==> config.mk <==
export PLATFORM = sky130hd
export DESIGN_NAME = mdu_top
export DESIGN_NICKNAME = d
export VERILOG_FILES = /design/src/logic/mdu_pkg.sv /design/src/logic/mdu_operand_prep.sv /design/src/logic/mdu_div_core.sv /design/src/logic/mdu_mul_core.sv /design/src/logic/mdu_result_fmt.sv /design/src/logic/mdu_top.sv
export VERILOG_INCLUDE_DIRS = /design/src /design/src/logic
export SDC_FILE = /design/constraint.sdc
export NUM_CORES = 2
export LEC_CHECK = 0
export BUFFER_PORTS_ARGS = -buffer_cell sky130_fd_sc_hd__buf_2
export CAP_MARGIN = 20
export CORE_MARGIN = 8
export CORE_UTILIZATION = 32
export DETAILED_ROUTE_END_ITERATION = 16
export PLACE_DENSITY_LB_ADDON = 0.05
export SLEW_MARGIN = 20
export SYNTH_ARGS = -nofsm -noshare
export SYNTH_HDL_FRONTEND = slang
export SYNTH_SLANG_ARGS = --single-unit
export TNS_END_PERCENT = 20
==> constraint.sdc <==
create_clock -name clk -period 15.8 [get_ports clk]
set_clock_uncertainty 0.1 [all_clocks]
set_input_delay 3.16 -clock clk [delete_from_list [all_inputs] [get_ports clk]]
set_output_delay 3.16 -clock clk [all_outputs]
set_load 0.01 [all_outputs]
==> src/logic/mdu_config.svh <==
/* Width macros for the multiply/divide unit: operand width, word width
   and destination tag width. */
`ifndef MDU_CONFIG_SVH
`define MDU_CONFIG_SVH

// Operand and result width of the core.
`define MDU_XLEN 64

// Width used by the W-suffixed word operations.
`define MDU_WLEN 32

// Destination register tag carried alongside each operation.
`define MDU_TAG_W 5

`endif

==> src/logic/mdu_pkg.sv <==
/* Types shared by the multiply/divide unit: operation and state enums,
   request, operand and response structs. */
`default_nettype none

`include "mdu_config.svh"

package mdu_pkg;

    // The thirteen RV64M operations.
    typedef enum logic [3:0] {
        OP_MUL    = 4'd0,
        OP_MULH   = 4'd1,
        OP_MULHSU = 4'd2,
        OP_MULHU  = 4'd3,
        OP_MULW   = 4'd4,
        OP_DIV    = 4'd5,
        OP_DIVU   = 4'd6,
        OP_DIVW   = 4'd7,
        OP_DIVUW  = 4'd8,
        OP_REM    = 4'd9,
        OP_REMU   = 4'd10,
        OP_REMW   = 4'd11,
        OP_REMUW  = 4'd12
    } mdu_op_e;

    // Controller states of mdu_top.
    typedef enum logic [2:0] {
        IDLE    = 3'd0,
        PREP    = 3'd1,
        RUN_MUL = 3'd2,
        RUN_DIV = 3'd3,
        FORMAT  = 3'd4,
        RESPOND = 3'd5
    } mdu_state_e;

    typedef struct packed {
        mdu_op_e                op;
        logic [`MDU_XLEN-1:0]   rs1;
        logic [`MDU_XLEN-1:0]   rs2;
        logic [`MDU_TAG_W-1:0]  tag;
    } mdu_req_t;

    // Magnitudes and flags that the cores and the formatter work from.
    typedef struct packed {
        logic [`MDU_XLEN-1:0]   mag_a;
        logic [`MDU_XLEN-1:0]   mag_b;
        logic                   neg_lo;
        logic                   neg_rem;
        logic                   div_zero;
        logic                   div_ovf;
        logic                   word;
    } mdu_operands_t;

    typedef struct packed {
        logic [`MDU_XLEN-1:0]   result;
        logic [`MDU_TAG_W-1:0]  tag;
    } mdu_rsp_t;

endpackage

`default_nettype wire

==> src/logic/mdu_operand_prep.sv <==
/* Operand preparation: signedness per operation, word truncation,
   absolute values, result sign flags and division special cases. */
`timescale 1ns/1ps
`default_nettype none

`include "mdu_config.svh"

module mdu_operand_prep import mdu_pkg::*; (
    input  wire mdu_req_t req,
    output mdu_operands_t opnd
);

    localparam int XLEN = `MDU_XLEN;
    localparam int WLEN = `MDU_WLEN;

    logic            sgn_a;
    logic            sgn_b;
    logic            word;
    logic            is_div;
    logic [XLEN-1:0] a_ext;
    logic [XLEN-1:0] b_ext;
    logic [XLEN-1:0] min_val;
    logic            neg_a;
    logic            neg_b;

    // Decode signed treatment of each operand, word width and divide class.
    always_comb begin
        sgn_a  = 1'b0;
        sgn_b  = 1'b0;
        word   = 1'b0;
        is_div = 1'b0;
        unique case (req.op)
            OP_MUL, OP_MULH: begin
                sgn_a = 1'b1;
                sgn_b = 1'b1;
            end
            OP_MULHSU:          sgn_a = 1'b1;
            OP_MULHU:           ;
            OP_MULW:            word = 1'b1;
            OP_DIV, OP_REM: begin
                sgn_a  = 1'b1;
                sgn_b  = 1'b1;
                is_div = 1'b1;
            end
            OP_DIVU, OP_REMU:   is_div = 1'b1;
            OP_DIVW, OP_REMW: begin
                sgn_a  = 1'b1;
                sgn_b  = 1'b1;
                word   = 1'b1;
                is_div = 1'b1;
            end
            OP_DIVUW, OP_REMUW: begin
                word   = 1'b1;
                is_div = 1'b1;
            end
            default:            ;
        endcase
    end

    // Word operations see only the low half, extended by signedness.
    always_comb begin
        if (word) begin
            a_ext = {{(XLEN-WLEN){sgn_a & req.rs1[WLEN-1]}}, req.rs1[WLEN-1:0]};
            b_ext = {{(XLEN-WLEN){sgn_b & req.rs2[WLEN-1]}}, req.rs2[WLEN-1:0]};
            min_val = {{(XLEN-WLEN+1){1'b1}}, {(WLEN-1){1'b0}}};
        end else begin
            a_ext = req.rs1;
            b_ext = req.rs2;
            min_val = {1'b1, {(XLEN-1){1'b0}}};
        end
    end

    assign neg_a = sgn_a & a_ext[XLEN-1];
    assign neg_b = sgn_b & b_ext[XLEN-1];

    assign opnd.mag_a    = neg_a ? (~a_ext + 1'b1) : a_ext;
    assign opnd.mag_b    = neg_b ? (~b_ext + 1'b1) : b_ext;
    // MULHSU never flags rs2 as negative, so the XOR reduces to the sign of rs1.
    assign opnd.neg_lo   = neg_a ^ neg_b;
    // A remainder follows the sign of the dividend only.
    assign opnd.neg_rem  = neg_a;
    assign opnd.div_zero = is_div & (b_ext == '0);
    assign opnd.div_ovf  = is_div & sgn_a & (a_ext == min_val) & (b_ext == '1);
    assign opnd.word     = word;

endmodule

`default_nettype wire

==> src/logic/mdu_div_core.sv <==
/* Iterative restoring divider on unsigned magnitudes, one quotient bit
   per cycle, 64 or 32 iterations. */
`timescale 1ns/1ps
`default_nettype none

`include "mdu_config.svh"

module mdu_div_core (
    input  wire logic                 clk,
    input  wire logic                 reset,
    input  wire logic                 start,
    input  wire logic [`MDU_XLEN-1:0] mag_a,
    input  wire logic [`MDU_XLEN-1:0] mag_b,
    input  wire logic                 word,
    output logic [`MDU_XLEN-1:0]      quot,
    output logic [`MDU_XLEN-1:0]      rem,
    output logic                      done
);

    localparam int XLEN  = `MDU_XLEN;
    localparam int WLEN  = `MDU_WLEN;
    localparam int CNT_W = $clog2(XLEN + 1);

    logic             busy;
    logic [CNT_W-1:0] count;
    // Upper half is the partial remainder, lower half shifts the dividend
    // out and the quotient in.
    logic [2*XLEN-1:0] pr;
    logic [XLEN-1:0]   divisor;

    logic [XLEN:0]     trial;
    logic              fits;
    logic [XLEN:0]     diff;
    logic [2*XLEN-1:0] pr_next;

    // One restoring step: shift left, then subtract if the divisor fits.
    always_comb begin
        trial = pr[2*XLEN-1:XLEN-1];
        fits  = (trial >= {1'b0, divisor});
        diff  = trial - {1'b0, divisor};
        if (fits) begin
            pr_next = {diff[XLEN-1:0], pr[XLEN-2:0], 1'b1};
        end else begin
            pr_next = {pr[2*XLEN-2:0], 1'b0};
        end
    end

    always_ff @(posedge clk) begin
        if (reset) begin
            busy  <= 1'b0;
            count <= '0;
            done  <= 1'b0;
        end else begin
            done <= 1'b0;
            if (start) begin
                busy  <= 1'b1;
                count <= word ? CNT_W'(WLEN) : CNT_W'(XLEN);
            end else if (busy) begin
                count <= count - 1'b1;
                if (count == CNT_W'(1)) begin
                    busy <= 1'b0;
                    done <= 1'b1;
                end
            end
        end
    end

    // Word dividends are left-aligned so that their top bit is consumed first.
    always_ff @(posedge clk) begin
        if (start) begin
            pr      <= {{XLEN{1'b0}},
                        word ? {mag_a[WLEN-1:0], {(XLEN-WLEN){1'b0}}} : mag_a};
            divisor <= mag_b;
        end else if (busy) begin
            pr <= pr_next;
        end
    end

    assign quot = pr[XLEN-1:0];
    assign rem  = pr[2*XLEN-1:XLEN];

    // The controller must wait for done before it starts another division.
    a_no_start_busy: assert property (
        @(posedge clk) disable iff (reset) start |-> !busy
    );

endmodule

`default_nettype wire

==> src/logic/mdu_mul_core.sv <==
/* Iterative shift-add multiplier on unsigned magnitudes, producing the
   double-width product over 64 or 32 iterations. */
`timescale 1ns/1ps
`default_nettype none

`include "mdu_config.svh"

module mdu_mul_core (
    input  wire logic                 clk,
    input  wire logic                 reset,
    input  wire logic                 start,
    input  wire logic [`MDU_XLEN-1:0] mag_a,
    input  wire logic [`MDU_XLEN-1:0] mag_b,
    input  wire logic                 word,
    output logic [2*`MDU_XLEN-1:0]    product,
    output logic                      done
);

    localparam int XLEN  = `MDU_XLEN;
    localparam int WLEN  = `MDU_WLEN;
    localparam int CNT_W = $clog2(XLEN + 1);

    logic              busy;
    logic [CNT_W-1:0]  count;
    logic [2*XLEN-1:0] acc;
    logic [2*XLEN-1:0] mcand;
    logic [XLEN-1:0]   mplier;

    always_ff @(posedge clk) begin
        if (reset) begin
            busy  <= 1'b0;
            count <= '0;
            done  <= 1'b0;
        end else begin
            done <= 1'b0;
            if (start) begin
                busy  <= 1'b1;
                count <= word ? CNT_W'(WLEN) : CNT_W'(XLEN);
            end else if (busy) begin
                count <= count - 1'b1;
                if (count == CNT_W'(1)) begin
                    busy <= 1'b0;
                    done <= 1'b1;
                end
            end
        end
    end

    // The multiplicand moves left while the multiplier moves right, so the
    // low multiplier bit always picks the partial product of this step.
    always_ff @(posedge clk) begin
        if (start) begin
            acc    <= '0;
            mcand  <= {{XLEN{1'b0}}, mag_a};
            mplier <= mag_b;
        end else if (busy) begin
            if (mplier[0]) begin
                acc <= acc + mcand;
            end
            mcand  <= {mcand[2*XLEN-2:0], 1'b0};
            mplier <= {1'b0, mplier[XLEN-1:1]};
        end
    end

    assign product = acc;

    // A new multiply may only begin once the previous one has signalled done.
    a_no_start_busy: assert property (
        @(posedge clk) disable iff (reset) start |-> !busy
    );

endmodule

`default_nettype wire

==> src/logic/mdu_result_fmt.sv <==
/* Result formatter: sign correction, high/low selection, division special
   cases and word sign extension. */
`timescale 1ns/1ps
`default_nettype none

`include "mdu_config.svh"

module mdu_result_fmt import mdu_pkg::*; (
    input  wire mdu_op_e              op,
    input  wire mdu_operands_t        opnd,
    input  wire logic [`MDU_XLEN-1:0]   quot,
    input  wire logic [`MDU_XLEN-1:0]   rem,
    input  wire logic [2*`MDU_XLEN-1:0] product,
    output logic [`MDU_XLEN-1:0]      result
);

    localparam int XLEN = `MDU_XLEN;
    localparam int WLEN = `MDU_WLEN;

    logic [2*XLEN-1:0] prod_s;
    logic [XLEN-1:0]   quot_s;
    logic [XLEN-1:0]   rem_s;
    logic [XLEN-1:0]   dividend;
    logic [XLEN-1:0]   ovf_quot;
    logic [XLEN-1:0]   raw;

    // The product is negated at full width so the high half is exact.
    assign prod_s   = opnd.neg_lo  ? (~product + 1'b1) : product;
    assign quot_s   = opnd.neg_lo  ? (~quot + 1'b1) : quot;
    assign rem_s    = opnd.neg_rem ? (~rem + 1'b1) : rem;
    assign dividend = opnd.neg_rem ? (~opnd.mag_a + 1'b1) : opnd.mag_a;

    // Most negative value at the operating width.
    assign ovf_quot = opnd.word ? {{(XLEN-WLEN+1){1'b1}}, {(WLEN-1){1'b0}}}
                                : {1'b1, {(XLEN-1){1'b0}}};

    always_comb begin
        unique case (op)
            OP_MUL, OP_MULW:
                raw = prod_s[XLEN-1:0];
            OP_MULH, OP_MULHSU, OP_MULHU:
                raw = prod_s[2*XLEN-1:XLEN];
            OP_DIV, OP_DIVU, OP_DIVW, OP_DIVUW: begin
                if (opnd.div_zero) begin
                    raw = '1;
                end else if (opnd.div_ovf) begin
                    raw = ovf_quot;
                end else begin
                    raw = quot_s;
                end
            end
            OP_REM, OP_REMU, OP_REMW, OP_REMUW: begin
                if (opnd.div_zero) begin
                    raw = dividend;
                end else if (opnd.div_ovf) begin
                    raw = '0;
                end else begin
                    raw = rem_s;
                end
            end
            default:
                raw = '0;
        endcase
    end

    assign result = opnd.word ? {{(XLEN-WLEN){raw[WLEN-1]}}, raw[WLEN-1:0]} : raw;

endmodule

`default_nettype wire

==> src/logic/mdu_top.sv <==
/* Multiply/divide unit top: request capture, control FSM, core start
   and response register with back-pressure. */
`timescale 1ns/1ps
`default_nettype none

`include "mdu_config.svh"

module mdu_top import mdu_pkg::*; (
    input  wire logic     clk,
    input  wire logic     reset,
    input  wire logic     req_valid,
    output logic          req_ready,
    input  wire mdu_req_t req,
    output logic          rsp_valid,
    input  wire logic     rsp_ready,
    output mdu_rsp_t      rsp
);

    localparam int XLEN = `MDU_XLEN;

    mdu_state_e        state;
    mdu_req_t          req_q;
    mdu_operands_t     opnd_c;
    mdu_operands_t     opnd_q;
    logic              is_mul;
    logic              mul_start;
    logic              div_start;
    logic              mul_done;
    logic              div_done;
    logic [XLEN-1:0]   quot;
    logic [XLEN-1:0]   rem;
    logic [2*XLEN-1:0] product;
    logic [XLEN-1:0]   fmt_result;

    assign req_ready = (state == IDLE);

    always_comb begin
        unique case (req_q.op)
            OP_MUL, OP_MULH, OP_MULHSU, OP_MULHU, OP_MULW: is_mul = 1'b1;
            default:                                       is_mul = 1'b0;
        endcase
    end

    mdu_operand_prep i_prep (
        .req  (req_q),
        .opnd (opnd_c)
    );

    mdu_div_core i_div (
        .clk   (clk),
        .reset (reset),
        .start (div_start),
        .mag_a (opnd_q.mag_a),
        .mag_b (opnd_q.mag_b),
        .word  (opnd_q.word),
        .quot  (quot),
        .rem   (rem),
        .done  (div_done)
    );

    mdu_mul_core i_mul (
        .clk     (clk),
        .reset   (reset),
        .start   (mul_start),
        .mag_a   (opnd_q.mag_a),
        .mag_b   (opnd_q.mag_b),
        .word    (opnd_q.word),
        .product (product),
        .done    (mul_done)
    );

    mdu_result_fmt i_fmt (
        .op      (req_q.op),
        .opnd    (opnd_q),
        .quot    (quot),
        .rem     (rem),
        .product (product),
        .result  (fmt_result)
    );

    // Start is registered on leaving PREP, so the core sees opnd_q already loaded.
    always_ff @(posedge clk) begin
        if (reset) begin
            state     <= IDLE;
            rsp_valid <= 1'b0;
            mul_start <= 1'b0;
            div_start <= 1'b0;
        end else begin
            mul_start <= 1'b0;
            div_start <= 1'b0;
            unique case (state)
                IDLE: begin
                    if (req_valid) begin
                        state <= PREP;
                    end
                end
                PREP: begin
                    mul_start <= is_mul;
                    div_start <= !is_mul;
                    state     <= is_mul ? RUN_MUL : RUN_DIV;
                end
                RUN_MUL: begin
                    if (mul_done) begin
                        state <= FORMAT;
                    end
                end
                RUN_DIV: begin
                    if (div_done) begin
                        state <= FORMAT;
                    end
                end
                FORMAT: begin
                    rsp_valid <= 1'b1;
                    state     <= RESPOND;
                end
                RESPOND: begin
                    if (rsp_ready) begin
                        rsp_valid <= 1'b0;
                        state     <= IDLE;
                    end
                end
                default: state <= IDLE;
            endcase
        end
    end

    always_ff @(posedge clk) begin
        if (state == IDLE && req_valid) begin
            req_q <= req;
        end
        if (state == PREP) begin
            opnd_q <= opnd_c;
        end
        if (state == FORMAT) begin
            rsp.result <= fmt_result;
            rsp.tag    <= req_q.tag;
        end
    end

    // A held response keeps its payload until the handshake.
    a_rsp_stable: assert property (
        @(posedge clk) disable iff (reset)
        rsp_valid && !rsp_ready |=> rsp_valid && $stable(rsp)
    );

    // One operation at a time.
    a_one_op: assert property (
        @(posedge clk) disable iff (reset) !(req_ready && rsp_valid)
    );

endmodule

`default_nettype wire

==> results.toml <==
[setup_path]
worstPathMaxFanout = 32
required_ps = 16130
critPathCaptureType = "flop"
cp_common_cell = "or3_1"
startpoint = "i_mul.product[13]"
path_class = "reg2reg"
startpoint_type = "flop"
path_cells = "or4_4 -> or3_1 -> or4_1 -> nor3_1 -> nand4_1 -> or3_1 -> or3_1 -> nand2_1 -> xnor2_1 -> a21oi_1 -> o21ai_1 -> nand2_1 -> o21ai_0"
slowest_stage = "nand2_1"
r2r_slack_ps = 9790
crit_end = "rsp[54]"
rr_worst_depth = 13
regToRegStartpoint = "i_mul.product[13]"
r2r_end = "rsp[54]"
max_stage_delay_ps = 800
crit_arrival_ps = 6340

[global_routing]
grt_pass1_wl_um = 322000
grt_pass1_vias = 45565
grt_start_max_net_pins = 188
grt_overflow_total = 0
grt_usage_pct = 22.9
antenna_found_initial = 14

[clock_tree]
h-tree-depth = 3
cts_setup_buffers = 0
cts_tree = "built"
ctsResizeCount = 0
postCtsHoldBufs = 0
clock_latency_ps = 760
cts_buffers = 109
clock_sinks = 875
cts.clk_slew.worst_paths_ps = 60
cts_root_buffer = "clkbuf_16"
clockBufferDepth = 3

[logic_synthesis]
synth_xor_area_share_pct = 9.31
avgSynthCellArea_um2 = 9.14
yosysSeqAreaShare_pct = 42.2
syn_inst = 6091
yosys_warnings = 0
yosys.area_share.simple_pct = 15.6
synth-compound-area-share_pct = 20.0
synth_flop_cell = "edfxtp_1"
synth_edf_count = 595
synthAdderAreaFrac_pct = 4.61
synth_top_family_by_area = "compound AO/OA/AOI/OAI gates"
synth_nets = 6436
synth_mux_area_share_pct = 4.83
syn_area_um2 = 55700
synthArstFlopShare_pct = 0
ys_seq_elements = 875
synth_cell_types = 87

[worst_hold_path]
worstHoldStart = "req_q[2]"
hp-class = "reg2reg"

[flow_run]
cap_violations = 0

[detailed_routing]
wl_um = 224000
vias = 47356
ant_nets = 0
drtPass1Iterations = 8
wl_per_cell_um = 26.1
drt-initial-drc-count = 4756
vias_per_cell = 5.53
drc = 0

[timing]
worstMarginPinSlew_ps = 1140
min_period_ps = 6010
setup_viol = 0
finalCritPeriodShare_pct = 38.1
slew_headroom_pct = 23.5
finalHoldViolCount = 0
timing.fmax_mhz = 166
finalMaxSlewViolations = 0
rsz0062_at_grt = "no"
final.setup.tns_ps = 0

[status]
outcome = "finished, final reports clean"

[cells_and_area]
drive_above_1_share_pct = 10.8
fillers = 17953
final_core_util_pct = 36.3
nets = 6474
area_growth_pct = 12.9
final_cell_mix = "edfxtp_1, nand2_1, a21oi_1"
final_common_cell = "edfxtp_1"

[floorplan]
initial_utilization_pct = 32.1
die_y_um = 433
core_area_um2 = 173000
die-area_um2 = 188000
io_pins = 212
die_w_um = 433
num_rows = 153

[place]
finalWeightedCongestion = 0.942
dp.final_hpwl_um = 173000
portBuffers = 211

[pwr]
p_total_mw = 12.4
vdd_ir_drop_max_uv = 152
power_per_cell_area_nw_per_um2 = 197
leakage_nw = 23.1
power breakdown:
group	leakage [nW]	internal [mW]	total (mW)	switching (mW)
Sequential	7.79	3.25	4.14	0.892
Clock	1.87	1.64	2.73	1.09
Combinational	13.4	1.87	5.50	3.63
synthesized netlist by cell type, types with 8 or more instances:
library cell / number / area [um^2]
ha_1: 202 / 2530
a221oi_1: 22 / 193
or2_2: 33 / 206
nor4_1: 61 / 382
a21oi_1: 574 / 2870
nand3b_1: 48 / 360
o21bai_1: 38 / 285
o221ai_1: 25 / 219
o31a_1: 13 / 114
or4_1: 52 / 390
edfxtp_1: 595 / 17900
xnor2_1: 370 / 3240
mux2_2: 133 / 1500
and3_1: 38 / 238
nand4_1: 88 / 551
a211oi_1: 88 / 661
nor2b_1: 17 / 106
nor3_1: 107 / 536
a222oi_1: 12 / 120
nand2b_1: 31 / 194
o211ai_1: 19 / 143
dfxtp_1: 280 / 5610
nor2_1: 551 / 2070
inv_1: 167 / 627
o22ai_1: 30 / 188
a31oi_1: 36 / 225
or3_1: 77 / 482
o21ai_0: 486 / 2430
a21boi_0: 17 / 128
a21o_1: 121 / 908
o31ai_1: 115 / 863
and2_1: 29 / 181
a22oi_1: 36 / 270
clkbuf_1: 310 / 1160
mux2i_1: 119 / 1190
nand2_1: 585 / 2200
o21a_1: 36 / 270
a22o_1: 14 / 123
a31o_2: 8 / 70.1
buf_1: 37 / 139
xor2_1: 222 / 1940
nand3_1: 97 / 485
o41ai_1: 52 / 455
worst min-delay path by stage:
stage             end  slack, ps  cells after the start
2_1_floorplan  rsp[0]        300                      0
3_3_place_gp   rsp[3]        300                      0
3_5_place_dp   rsp[2]        320                      0
4_1_cts        rsp[2]        320                      0
5_1_grt        rsp[2]        320                      0
6_report       rsp[2]        320                      0
cell families (layout without fill, tap and decap cells):
group / count (synthesis) / in the layout
DFF: 875 / 875
and+or+nand+nor: 1848 / 1848
buffers and inverters: 521 / 653
xor gates and xnor gates: 592 / 592
AOI/OAI and AO/OA: 1799 / 1799
other: 0 / 10
adders and majority gates: 204 / 204
muxes: 252 / 252
final cells by class:
| cell class | instances | area, um^2 | area share, % |
|---|---|---|---|
| clock inverter | 70 | 862 | 1.37 |
| multi-input combinational | 4695 | 30400 | 48.3 |
| inverter | 168 | 631 | 1.00 |
| clock buffer | 135 | 3000 | 4.77 |
| sequential | 875 | 23500 | 37.4 |
| timing repair buffer | 280 | 1610 | 2.56 |
| antenna | 10 | 25.0 | 0.0398 |
| tap | 2325 | 2910 | 4.63 |
layer usage:
metal,wire (um),part of all wire (%),GRT usage [%]
met5,8,0.0036,0
met4,10300,4.6,9.28
met3,14000,6.3,3.77
met2,95700,43,34.8
met1,104000,46,32.5
stage by stage:
stage | hold WS, ps | cell area, um^2 | setup slack [ps] | instances
3_5_place_dp | 316 | 59000 | 9910 | 8343
2_1_floorplan | 300 | 55700 | 4600 | 6091
4_1_cts | 321 | 62800 | 9890 | 8548
3_3_place_gp | 301 | 58900 | 9990 | 8342
6_report | 318 | 62900 | 9790 | 8558
5_1_grt | 323 | 62900 | 9440 | 8549
flip-flops by register name, summed over array words and instances, names as in the netlist, 3 cells and up:
register,flops
i_div.pr,128
state,3
i_mul.mplier,64
opnd_q,133
req_q,137
i_mul.mcand,128
i_div.count,7
i_mul.count,7
i_div.divisor,64
rsp,69
i_mul.product,128
worst max-delay path: cells and delay by family, from the launching register on:
family	cells	cell delay (ps)
flip-flops	1	370
AND/OR/NAND/NOR	9	4580
AO/OA/AOI/OAI	3	530
XOR/XNOR	1	90
No activity file was read; power rests on OpenSTA's default activity.
